File: config.mk
export PLATFORM = sky130hd
export DESIGN_NAME = warp_sched
export DESIGN_NICKNAME = d
export VERILOG_FILES = /design/src/source/warp_pkg.sv /design/src/source/ctl_pkg.sv /design/src/source/warp_state.sv /design/src/source/barrier_table.sv /design/src/source/sched_out.sv /design/src/source/pending_track.sv /design/src/source/warp_sched.sv
export VERILOG_INCLUDE_DIRS = /design/src /design/src/include
export SDC_FILE = /design/constraint.sdc
export NUM_CORES = 1
export LEC_CHECK = 0
export CAP_MARGIN = 20
export CORE_MARGIN = 5
export CORE_UTILIZATION = 30
export CTS_CLUSTER_SIZE = 20
export DETAILED_ROUTE_END_ITERATION = 8
export DONT_BUFFER_PORTS = 1
export PLACE_DENSITY = 0.44
export SETUP_SLACK_MARGIN = 0.15
export SYNTH_ARGS = -nofsm -noshare
export SYNTH_HDL_FRONTEND = slang
export SYNTH_HIERARCHICAL = 1
export SYNTH_SLANG_ARGS = --single-unit
File: constraint.sdc
create_clock -name clk -period 4.7 [get_ports clk]
set_clock_uncertainty 0.2 [all_clocks]
set_input_delay 0.47 -clock clk [delete_from_list [all_inputs] [get_ports clk]]
set_output_delay 0.47 -clock clk [all_outputs]
set_load 0.03 [all_outputs]
File: src/include/sched_consts.svh
////////////////////////////////////////
// warp scheduler constants
// sizes of the warp table, the thread
// masks, the barriers and the pending
// instruction counters
////////////////////////////////////////

`ifndef SCHED_CONSTS_SVH
`define SCHED_CONSTS_SVH

`define SCHED_NUM_WARPS     4
`define SCHED_NUM_THREADS   4
`define SCHED_PC_BITS       32
`define SCHED_NUM_BARRIERS  4
`define SCHED_PENDING_BITS  8
`define SCHED_PC_STEP       4

`endif

File: src/source/warp_pkg.sv
////////////////////////////////////////
// warp types
// ids, masks, program counters and the
// per-warp table entry
////////////////////////////////////////

`include "sched_consts.svh"

package warp_pkg;

    typedef logic [$clog2(`SCHED_NUM_WARPS)-1:0] wid_t;
    typedef logic [`SCHED_NUM_WARPS-1:0]         wmask_t;
    typedef logic [`SCHED_NUM_THREADS-1:0]       tmask_t;
    typedef logic [`SCHED_PC_BITS-1:0]           pc_t;

    typedef struct packed {
        tmask_t tmask;
        pc_t    pc;
    } warp_entry_t;

endpackage

File: src/source/ctl_pkg.sv
////////////////////////////////////////
// scheduler control messages
// strobes from execute, branch and
// decode, and the outgoing warp item
////////////////////////////////////////

`include "sched_consts.svh"

package ctl_pkg;

    typedef logic [$clog2(`SCHED_NUM_BARRIERS)-1:0] bar_id_t;

    typedef struct packed {
        logic              valid;
        warp_pkg::tmask_t  tmask;
    } tmc_t;

    typedef struct packed {
        logic              valid;
        warp_pkg::wmask_t  wmask;
        warp_pkg::pc_t     pc;
    } wspawn_t;

    // size_m1 is the number of participating warps minus one
    typedef struct packed {
        logic              valid;
        logic              is_noop;
        bar_id_t           id;
        warp_pkg::wid_t    size_m1;
    } barrier_t;

    typedef struct packed {
        logic              valid;
        warp_pkg::wid_t    wid;
        tmc_t              tmc;
        wspawn_t           wspawn;
        barrier_t          barrier;
    } warp_ctl_t;

    typedef struct packed {
        logic              valid;
        warp_pkg::wid_t    wid;
        logic              taken;
        warp_pkg::pc_t     dest;
    } branch_t;

    typedef struct packed {
        logic              valid;
        warp_pkg::wid_t    wid;
    } warp_ref_t;

    typedef struct packed {
        warp_pkg::wid_t    wid;
        warp_pkg::tmask_t  tmask;
        warp_pkg::pc_t     pc;
    } sched_item_t;

endpackage

File: src/source/warp_state.sv
////////////////////////////////////////
// warp state registers
// active, stalled, thread mask and pc
// of every warp, with all the updates
// from spawn, tmc, barriers, branches,
// picks and accepted items
////////////////////////////////////////

`timescale 1ns/1ps
`include "sched_consts.svh"

module warp_state (
    input  logic                  clk,
    input  logic                  reset,
    input  warp_pkg::pc_t         start_pc,
    input  ctl_pkg::warp_ctl_t    warp_ctl,
    input  ctl_pkg::branch_t      branch,
    input  ctl_pkg::warp_ref_t    decode_unlock,
    input  warp_pkg::wmask_t      bar_release,
    input  ctl_pkg::warp_ref_t    pick,
    input  logic                  sched_valid,
    input  logic                  sched_ready,
    input  ctl_pkg::sched_item_t  sched_data,
    output warp_pkg::wmask_t      ready_wmask,
    output warp_pkg::wmask_t      active_wmask,
    output warp_pkg::warp_entry_t [`SCHED_NUM_WARPS-1:0] warp_table
);

    warp_pkg::wmask_t active_q, active_n;
    warp_pkg::wmask_t stalled_q, stalled_n;
    warp_pkg::warp_entry_t [`SCHED_NUM_WARPS-1:0] table_q, table_n;

    // spawn request, applied one cycle after it is taken
    ctl_pkg::wspawn_t spawn_q;
    warp_pkg::wid_t   spawn_wid;
    logic             is_single_warp;
    logic             out_fire;

    assign out_fire = sched_valid && sched_ready;

    always_comb begin
        active_n  = active_q;
        stalled_n = stalled_q;
        table_n   = table_q;

        if (decode_unlock.valid) begin
            stalled_n[decode_unlock.wid] = 1'b0;
        end

        // spawn only fans out from a lone running warp
        if (spawn_q.valid) begin
            if (is_single_warp) begin
                active_n = active_n | spawn_q.wmask;
                for (int i = 0; i < `SCHED_NUM_WARPS; i++) begin
                    if (spawn_q.wmask[i]) begin
                        table_n[i].pc    = spawn_q.pc;
                        table_n[i].tmask = warp_pkg::tmask_t'(1);
                    end
                end
            end
            stalled_n[spawn_wid] = 1'b0;
        end

        // a zero thread mask retires the warp
        if (warp_ctl.valid && warp_ctl.tmc.valid) begin
            active_n[warp_ctl.wid]      = (warp_ctl.tmc.tmask != '0);
            table_n[warp_ctl.wid].tmask = warp_ctl.tmc.tmask;
            stalled_n[warp_ctl.wid]     = 1'b0;
        end

        stalled_n = stalled_n & ~bar_release;

        if (branch.valid) begin
            if (branch.taken) begin
                table_n[branch.wid].pc = branch.dest;
            end
            stalled_n[branch.wid] = 1'b0;
        end

        // hold the warp until something downstream unlocks it
        if (pick.valid) begin
            stalled_n[pick.wid] = 1'b1;
        end

        if (out_fire) begin
            table_n[sched_data.wid].pc = sched_data.pc + warp_pkg::pc_t'(`SCHED_PC_STEP);
        end
    end

    always_ff @(posedge clk) begin
        if (reset) begin
            active_q          <= warp_pkg::wmask_t'(1);
            stalled_q         <= '0;
            table_q           <= '0;
            table_q[0].pc     <= start_pc;
            table_q[0].tmask  <= warp_pkg::tmask_t'(1);
            spawn_q           <= '0;
            spawn_wid         <= '0;
            is_single_warp    <= 1'b1;
        end else begin
            active_q       <= active_n;
            stalled_q      <= stalled_n;
            table_q        <= table_n;
            // exactly one bit set
            is_single_warp <= (active_q != '0) && ((active_q & (active_q - 1'b1)) == '0);
            spawn_q.valid  <= warp_ctl.valid && warp_ctl.wspawn.valid;
            if (warp_ctl.valid && warp_ctl.wspawn.valid) begin
                spawn_q.wmask <= warp_ctl.wspawn.wmask;
                spawn_q.pc    <= warp_ctl.wspawn.pc;
                spawn_wid     <= warp_ctl.wid;
            end
        end
    end

    assign ready_wmask  = active_q & ~stalled_q;
    assign active_wmask = active_q;
    assign warp_table   = table_q;

endmodule

File: src/source/barrier_table.sv
////////////////////////////////////////
// local barrier table
// counts arriving warps per barrier and
// releases them all on the last arrival
////////////////////////////////////////

`timescale 1ns/1ps
`include "sched_consts.svh"

module barrier_table (
    input  logic               clk,
    input  logic               reset,
    input  ctl_pkg::warp_ctl_t warp_ctl,
    output warp_pkg::wmask_t   bar_release
);

    warp_pkg::wmask_t [`SCHED_NUM_BARRIERS-1:0] bar_mask;
    warp_pkg::wid_t   [`SCHED_NUM_BARRIERS-1:0] bar_ctr;

    ctl_pkg::barrier_t bar;
    warp_pkg::wmask_t  arrive_bit;
    logic              bar_msg;
    logic              arrive;
    logic              complete;

    assign bar        = warp_ctl.barrier;
    assign arrive_bit = warp_pkg::wmask_t'(1) << warp_ctl.wid;
    assign bar_msg    = warp_ctl.valid && bar.valid;
    assign arrive     = bar_msg && !bar.is_noop;
    // last warp in when the count already reached size_m1
    assign complete   = arrive && (bar_ctr[bar.id] == bar.size_m1);

    assign bar_release = complete ? (bar_mask[bar.id] | arrive_bit) :
                         (bar_msg && bar.is_noop) ? arrive_bit : '0;

    always_ff @(posedge clk) begin
        if (reset) begin
            bar_mask <= '0;
            bar_ctr  <= '0;
        end else if (complete) begin
            bar_mask[bar.id] <= '0;
            bar_ctr[bar.id]  <= '0;
        end else if (arrive) begin
            bar_mask[bar.id] <= bar_mask[bar.id] | arrive_bit;
            bar_ctr[bar.id]  <= bar_ctr[bar.id] + 1'b1;
        end
    end

endmodule

File: src/source/sched_out.sv
////////////////////////////////////////
// warp select and output buffer
// picks the lowest ready warp and queues
// its item in a two-entry buffer that
// drives the valid/ready output
////////////////////////////////////////

`timescale 1ns/1ps
`include "sched_consts.svh"

module sched_out (
    input  logic                 clk,
    input  logic                 reset,
    input  warp_pkg::wmask_t     ready_wmask,
    input  warp_pkg::warp_entry_t [`SCHED_NUM_WARPS-1:0] warp_table,
    output ctl_pkg::warp_ref_t   pick,
    output logic                 sched_valid,
    input  logic                 sched_ready,
    output ctl_pkg::sched_item_t sched_data
);

    warp_pkg::wid_t       sel_wid;
    ctl_pkg::sched_item_t item;
    ctl_pkg::sched_item_t head_q;
    ctl_pkg::sched_item_t tail_q;
    logic [1:0]           count_q;
    logic                 push;
    logic                 pop;

    // priority encoder, lowest index wins
    always_comb begin
        sel_wid = '0;
        for (int i = `SCHED_NUM_WARPS - 1; i >= 0; i--) begin
            if (ready_wmask[i]) begin
                sel_wid = warp_pkg::wid_t'(i);
            end
        end
    end

    assign item.wid   = sel_wid;
    assign item.tmask = warp_table[sel_wid].tmask;
    assign item.pc    = warp_table[sel_wid].pc;

    assign pop  = sched_valid && sched_ready;
    // a full buffer still takes a pick when the head leaves
    assign push = (ready_wmask != '0) && ((count_q != 2'd2) || pop);

    assign pick.valid = push;
    assign pick.wid   = sel_wid;

    always_ff @(posedge clk) begin
        if (reset) begin
            count_q <= '0;
        end else begin
            count_q <= count_q + 2'(push) - 2'(pop);
        end
    end

    always_ff @(posedge clk) begin
        if (pop && (count_q == 2'd2)) begin
            head_q <= tail_q;
        end else if (push && ((count_q == 2'd0) || ((count_q == 2'd1) && pop))) begin
            head_q <= item;
        end
        if (push && (((count_q == 2'd1) && !pop) || ((count_q == 2'd2) && pop))) begin
            tail_q <= item;
        end
    end

    assign sched_valid = (count_q != 2'd0);
    assign sched_data  = head_q;

endmodule

File: src/source/pending_track.sv
////////////////////////////////////////
// pending instruction tracker
// per-warp in-flight counters and the
// registered busy level
////////////////////////////////////////

`timescale 1ns/1ps
`include "sched_consts.svh"

module pending_track (
    input  logic               clk,
    input  logic               reset,
    input  ctl_pkg::warp_ref_t issue,
    input  warp_pkg::wmask_t   commit_wmask,
    input  warp_pkg::wmask_t   active_wmask,
    output logic               busy
);

    logic [`SCHED_NUM_WARPS-1:0][`SCHED_PENDING_BITS-1:0] pending;
    warp_pkg::wmask_t inc;
    warp_pkg::wmask_t nonzero;

    always_comb begin
        for (int i = 0; i < `SCHED_NUM_WARPS; i++) begin
            inc[i]     = issue.valid && (issue.wid == warp_pkg::wid_t'(i));
            nonzero[i] = (pending[i] != '0);
        end
    end

    always_ff @(posedge clk) begin
        if (reset) begin
            pending <= '0;
            busy    <= 1'b0;
        end else begin
            // saturate at both ends, issue and commit together cancel
            for (int i = 0; i < `SCHED_NUM_WARPS; i++) begin
                if (inc[i] && !commit_wmask[i] && (pending[i] != '1)) begin
                    pending[i] <= pending[i] + 1'b1;
                end else if (commit_wmask[i] && !inc[i] && nonzero[i]) begin
                    pending[i] <= pending[i] - 1'b1;
                end
            end
            busy <= (active_wmask != '0) || (nonzero != '0);
        end
    end

endmodule

File: src/source/warp_sched.sv
////////////////////////////////////////
// warp scheduler top
// joins warp state, barriers, warp
// select and pending tracking
////////////////////////////////////////

`timescale 1ns/1ps
`include "sched_consts.svh"

module warp_sched (
    input  logic                 clk,
    input  logic                 reset,
    input  warp_pkg::pc_t        start_pc,
    input  ctl_pkg::warp_ctl_t   warp_ctl,
    input  ctl_pkg::branch_t     branch,
    input  ctl_pkg::warp_ref_t   decode_unlock,
    input  ctl_pkg::warp_ref_t   issue,
    input  warp_pkg::wmask_t     commit_wmask,
    output logic                 sched_valid,
    input  logic                 sched_ready,
    output ctl_pkg::sched_item_t sched_data,
    output logic                 busy
);

    warp_pkg::wmask_t   ready_wmask;
    warp_pkg::wmask_t   active_wmask;
    warp_pkg::wmask_t   bar_release;
    ctl_pkg::warp_ref_t pick;
    warp_pkg::warp_entry_t [`SCHED_NUM_WARPS-1:0] warp_table;

    warp_state u_warp_state (
        .clk           (clk),
        .reset         (reset),
        .start_pc      (start_pc),
        .warp_ctl      (warp_ctl),
        .branch        (branch),
        .decode_unlock (decode_unlock),
        .bar_release   (bar_release),
        .pick          (pick),
        .sched_valid   (sched_valid),
        .sched_ready   (sched_ready),
        .sched_data    (sched_data),
        .ready_wmask   (ready_wmask),
        .active_wmask  (active_wmask),
        .warp_table    (warp_table)
    );

    barrier_table u_barrier_table (
        .clk         (clk),
        .reset       (reset),
        .warp_ctl    (warp_ctl),
        .bar_release (bar_release)
    );

    sched_out u_sched_out (
        .clk         (clk),
        .reset       (reset),
        .ready_wmask (ready_wmask),
        .warp_table  (warp_table),
        .pick        (pick),
        .sched_valid (sched_valid),
        .sched_ready (sched_ready),
        .sched_data  (sched_data)
    );

    pending_track u_pending_track (
        .clk          (clk),
        .reset        (reset),
        .issue        (issue),
        .commit_wmask (commit_wmask),
        .active_wmask (active_wmask),
        .busy         (busy)
    );

endmodule

# Word-level counts from Yosys, hierarchy flattened
# Index checks and enable logic that the tools add are counted.
# word_totals
reg_bits	327
in_bits	132
# op_classes
shift	1
n_addsub	13
bitwise	20
n_eq_ne	11
muxes	71
n_lt_le_gt_ge	14
reduce_logical	73
# op_table
cell	count
$mux 144	6
$bwmux 144	3
$demux 36 s2	3
$mux 36	6
$mux 32	3
$mux 8	10
$mux 38	2
$bmux 36 s2	1
$mux 4	12
$logic_and 1x1->1	41
$add 32x3->32 const B	1
$add 8x1->8 const B	4
$mux 16	2
$ne 8x8->1 const B	4
$reduce_bool 8->1	4
$sub 8x1->8 const B	4
$and 4x4->4	7
$not 4->4	6
$lt 2x3->1 const B	7
$and 16x16->16	1
$bwmux 16	1
$not 16->16	1
$reduce_bool 4->1	4
$ge 2x1->1 const B	7
26 further kinds	63

# Depth between registers and ports, before layout
# logic_depth
ltp_word	16
ltp_mapped	12
ltp_nobuf	10

# Hierarchy
# Netlist, hierarchy kept.
# modules_own_cells
module	seq_area_each_um2	area_per_inst_um2	cells_each	n_inst
warp_state	3843.7	10094.7	1325	1
sched_out	2322.2	4319.1	324	1
pending_track	660.6	2523.7	285	1
barrier_table	480.5	1483.9	163	1

# Worst setup path before layout
# No wires, ideal clock.
# synth_path
kind	reg2reg
from	register u_warp_state.active_q[1], in the netlist u_warp_state/active_wmask[1]
to	register u_sched_out.head_q (netlist bit u_sched_out/sched_data[0]), enable pin
setup_slack_ns	0.096
required_ns	4.009
arrival_ns	3.914
path_buffers	2
synth_period_minus_slack_ns	4.604
stages_incl_launch_ff	7
cell_sequence	dfxtp_1 inv_1 nor2_1 buf_2 buf_2 nor4_1 o31ai_1
# synth_via
elab_chain_len	5
# synth_rtl
element	line_no	source
from (decl)	warp_state.sv:29	warp_pkg::wmask_t active_q, active_n;
from (signal assigned)	warp_state.sv:92	active_q <= warp_pkg::wmask_t'(1);
from (signal assigned)	warp_state.sv:101	active_q <= active_n;
$and 4x4->4	warp_state.sv:115	assign ready_wmask = active_q & ~stalled_q;
via ready_wmask[1]	warp_sched.sv:25	warp_pkg::wmask_t ready_wmask;
$reduce_bool 4->1	sched_out.sv:46	assign push = (ready_wmask != '0) && ((count_q != 2'd2) || pop);
$logic_and 1x1->1	sched_out.sv:46	
$logic_and 1x1->1	sched_out.sv:62	end else if (push && ((count_q == 2'd0) || ((count_q == 2'd1) && pop))) begin
$reduce_bool 2->1 (no source line)	-	
to (signal assigned)	sched_out.sv:61	head_q <= tail_q;
to (signal assigned)	sched_out.sv:63	head_q <= item;
to (decl)	sched_out.sv:24	ctl_pkg::sched_item_t head_q;
# The timed path passes the listed nets, and every way through them passes these cells.
# A chain may end at the register's enable or synchronous reset.

# Worst setup path after layout
# layout_path
from	register u_barrier_table/bar_ctr[4] (netlist bit)
to	register u_warp_state.stalled_q[3]
# layout_via
elab_chain_len	11
# layout_rtl
element	line_no	source
from (decl)	barrier_table.sv:18	warp_pkg::wid_t [`SCHED_NUM_BARRIERS-1:0] bar_ctr;
from (signal, indexed assignment)	barrier_table.sv:45	bar_ctr[bar.id] <= bar_ctr[bar.id] + 1'b1;
$bmux 2 s2 (*)	barrier_table.sv:31	assign complete = arrive && (bar_ctr[bar.id] == bar.size_m1);
$mux 2 (implied by the code) (*)	barrier_table.sv:31	
$eq 2x2->1 (*)	barrier_table.sv:31	
$logic_and 1x1->1 (*)	barrier_table.sv:31	
$mux 4 (*)	barrier_table.sv:33	assign bar_release = complete ? (bar_mask[bar.id] | arrive_bit) :
via bar_release[3]	warp_sched.sv:27	warp_pkg::wmask_t bar_release;
$not 4->4 (*)	warp_state.sv:71	stalled_n = stalled_n & ~bar_release;
$and 4x4->4 (*)	warp_state.sv:71	
$and 4x4->4 (no source line)	-	
$mux 4 (*)	warp_state.sv:73	if (branch.valid) begin
$or 4x4->4 (no source line)	-	
$mux 4 (*)	warp_state.sv:81	if (pick.valid) begin
to (signal assigned)	warp_state.sv:102	stalled_q <= stalled_n;
to (decl)	warp_state.sv:30	warp_pkg::wmask_t stalled_q, stalled_n;
# Mark *: on every way through the listed nets, which the timed path passes. The rest lies on a longest branch. The select of a mux whose other input is x is not followed.

==> results.py <==
metrics = {
    "grt": {
        "grt_start_max_net_pins": 230,
        "grt_pass1_vias": 16700,
        "grtUsageTotal_pct": 21.1,
        "grt_overflow_total": 0,
        "antenna_found_initial": 6,
        "grt_pass1_wl_microns": 109000,
    },
    "floorplanning": {
        "dieWidth_microns": 258,
        "fp.coreArea_sq_um": 60600,
        "io_pins": 172,
        "die_y_microns": 258,
        "row_count": 90,
        "dieArea_sq_um": 66500,
        "initial_core_util_pct": 30.4,
    },
    "power": {
        "p_leak_nw": 8.47,
        "ir_drop_v": 0.000252,
        "p_per_area_nw_per_um2": 515,
    },
    "cells_and_area": {
        "stdcell_count": 2963,
        "drive_gt1_share_pct": 10.4,
        "filler_cell_count": 6209,
        "finalNetCount": 2306,
        "area_delta_synth_final_pct": 17.7,
    },
    "logic_synthesis": {
        "synth_edf_count": 76,
        "synth-seq-area-share_pct": 39.7,
        "synth.distinct_cells": 84,
        "yosys_warnings": 6,
        "async_flop_share_pct": 0,
        "synthFlopType": "dfxtp_1",
        "synth_seq_cells": 327,
        "syn_nets": 2260,
        "avgSynthCellArea_sq_um": 8.78,
        "synth_area_sq_um": 18400,
        "synth_cells": 2097,
    },
    "placed_design": {
        "dpl.cell_count": 2757,
        "place_congestion": 0.854,
        "hpwl_microns": 46400,
        "dp_slack_ns": 1.52,
        "port_buffers": 0,
    },
    "clock_network": {
        "postCtsSetupBuffers": 0,
        "worstSkewPairLatency_ns": 0.59,
        "cts.repair.resized": 0,
        "h-tree-depth": 2,
        "cts_tree": "done",
        "cts-root-buf": "clkbuf_16",
        "clock_path_buffers": 3,
        "clk_pin_slew_ns": 0.06,
        "cts_buffers": 43,
        "clock-sinks": 327,
    },
    "outcome": {
        "status": "finished clean",
    },
    "sta": {
        "finalSetupTns_ns": 0,
        "final_max_slew_viol_count": 0,
        "final.setup.worst_slack_ns": 0.924,
        "finalCriticalPeriod_ns": 3.78,
        "relSlewSlack_pct": 24.2,
        "setup_viol": 0,
        "max_freq_mhz": 265,
        "grt_setup_unrepaired": "no",
        "finalHoldViolations": 0,
        "fin_crit_sh_pct": 80.3,
        "tightest_slew_ns": 1.13,
    },
    "worst_setup_path": {
        "reg2reg_depth": 9,
        "crit_start": "u_barrier_table/bar_ctr[4]",
        "worstSetupEndpointType": "flip-flop",
        "critPathKind": "reg2reg",
        "cp.arrival_ns": 3.98,
        "critPathMaxFanout": 21,
        "cp-start-kind": "flip-flop",
        "crit_required_ns": 4.90,
        "r2r_start": "u_barrier_table/bar_ctr[4]",
    },
    "route": {
        "vias": 17000,
        "drtAntennaViolNets": 0,
        "drc": 0,
        "drt_iter0_drc": 1505,
        "viasPerCell": 5.75,
        "detail_route.wirelength_microns": 73500,
        "wl_per_cell_microns": 24.8,
        "drtPass1Iterations": 6,
    },
    "min_path": {
        "worstHoldPathCells": 4,
        "hold_start": "branch[10]",
        "min_path_type": "in2reg",
    },
    "run": {
        "cap_violations": 0,
    },
}
-- layer usage --
metal	vias up	part of all wire, %	track usage, %
met2	586	46	34.1
met4	2	3.3	7.02
li1	8010	-	-
met5	-	0.018	0
met3	130	7.8	5.58
met1	8317	43	27.6
-- final timing paths --
| path | to | slack, ns |
|---|---|---|
| hold reg to reg | u_barrier_table/bar_mask[6] | 0.26 |
| hold / removal | u_warp_state/warp_table[46] | 0.03 |
| setup / recovery | u_warp_state/stalled_q[3] | 0.92 |
| setup reg to reg | u_warp_state/stalled_q[3] | 0.92 |
-- cell usage after synthesis, drive strengths merged, types with 10 or more instances --
| master | number | area share [%] |
|---|---|---|
| a211oi | 61 | 2.5 |
| a21o | 12 | 0.49 |
| a21oi | 235 | 6.4 |
| a311o | 16 | 0.87 |
| a311oi | 18 | 0.86 |
| a31oi | 23 | 0.78 |
| and4 | 10 | 0.48 |
| buf | 55 | 1.8 |
| clkbuf | 99 | 2.0 |
| dfxtp | 251 | 27 |
| edfxtp | 76 | 12 |
| ha | 27 | 1.8 |
| inv | 28 | 0.57 |
| mux2 | 40 | 2.5 |
| mux2i | 109 | 5.9 |
| nand2 | 277 | 5.7 |
| nand3 | 54 | 1.5 |
| nand3b | 10 | 0.41 |
| nand4 | 25 | 1.0 |
| nor2 | 177 | 3.6 |
| nor3 | 29 | 0.79 |
| nor3b | 14 | 0.73 |
| nor4 | 13 | 0.58 |
| o211ai | 38 | 1.7 |
| o21ai | 99 | 2.7 |
| o221ai | 39 | 2.8 |
| o22ai | 58 | 2.0 |
| or4 | 42 | 1.8 |
| xnor2 | 29 | 1.5 |
| xor2 | 15 | 0.71 |
-- area by class of cell --
| type | instances | area [sq um] | area share (%) |
|---|---|---|---|
| Multi-Input combinational cell | 1588 | 10400 | 48.1 |
| Sequential cell | 327 | 7310 | 33.7 |
| Timing Repair Buffer | 155 | 1540 | 7.12 |
| Clock buffer | 65 | 1240 | 5.71 |
| Tap cell | 782 | 978 | 4.51 |
| Inverter | 28 | 105 | 0.485 |
| Clock inverter | 14 | 82.6 | 0.381 |
| Antenna cell | 4 | 10.0 | 0.0461 |
-- stage by stage --
step,hold WS [ns],total power [mW],util [%],cell area (sq um)
2_1_floorplan,0.229,6.79,-,18400
3_3_place_gp,0.238,7.80,31.5,19100
3_5_place_dp,0.244,7.85,31.5,19100
4_1_cts,0.000542,11.3,35.7,21600
5_1_grt,0.0379,11.8,35.8,21700
6_report,0.0300,11.2,35.8,21700
-- where the power goes --
| part | switching, mW | leakage (nW) | internal [mW] | total (mW) |
|---|---|---|---|---|
| clock network | 1.34 | 0.648 | 1.82 | 3.16 |
| logic | 1.95 | 5.03 | 1.43 | 3.38 |
| registers | 1.09 | 2.80 | 3.55 | 4.64 |
| total | 4.37 | 8.47 | 6.80 | 11.2 |
-- state kept, by name, indices dropped and copies added, names as in the netlist, 2 cells and up --
register,flops
u_warp_state/spawn_wid,2
u_warp_state/active_wmask,4
u_warp_state/warp_table,144
u_warp_state/spawn_q,37
u_barrier_table/bar_ctr,8
u_pending_track/pending,32
u_barrier_table/bar_mask,16
u_warp_state/stalled_q,4
u_sched_out/tail_q,38
u_sched_out/count_q,2
u_sched_out/sched_data,38
-- logic make-up after synthesis --
| kind of cell | count (synthesis) | share of synthesized area, % |
|---|---|---|
| AOI/OAI and AO/OA | 658 | 24.0 |
| xor gates and xnor gates | 44 | 2.17 |
| adders and majority gates | 31 | 2.27 |
| buffers and inverters | 182 | 4.35 |
| DFF | 327 | 39.7 |
| muxes | 154 | 9.00 |
| and+or+nand+nor | 701 | 18.5 |
-- placed cells by master (no fill, tap or decap), types with 10 or more instances in the layout --
master	synthesis	routed
dlygate4sd3_1	0	120
o221ai_1	10	10
and4_1	10	10
o211ai_1	35	35
a21oi_1	235	234
a21o_1	12	12
nand3_1	54	50
edfxtp_1	76	76
ha_1	27	27
or4_1	38	38
nor2_1	177	172
o221ai_2	29	29
a31oi_1	23	23
mux2_2	39	39
o22ai_1	58	58
clkbuf_1	99	14
clkbuf_16	0	43
o21ai_0	92	92
nand2_1	275	274
inv_1	26	26
a311oi_1	18	18
buf_4	6	30
xor2_1	15	15
xnor2_1	27	27
nor3_1	29	27
dfxtp_1	251	251
nand3b_1	10	10
a311o_1	16	16
a211oi_1	59	59
nand4_1	22	22
mux2i_1	109	109
-- critical path: stages (launching register included) --
cell and delay, ns:
dfxtp_1 0.32, mux4_2 0.55, xnor2_2 0.86, a31oi_1 0.18, nor2_1 0.17, a311oi_1 0.05
dlygate4sd3_1 0.56, nand4_1 0.09, dlygate4sd3_1 0.57, a21oi_1 0.06
-- timing repair --
action	in CTS	in global routing
setup endpoints to repair	0	0
hold buffers	121	0
endpoints found under the hold margin	247	0
No activity file was read; power rests on OpenSTA's default activity.
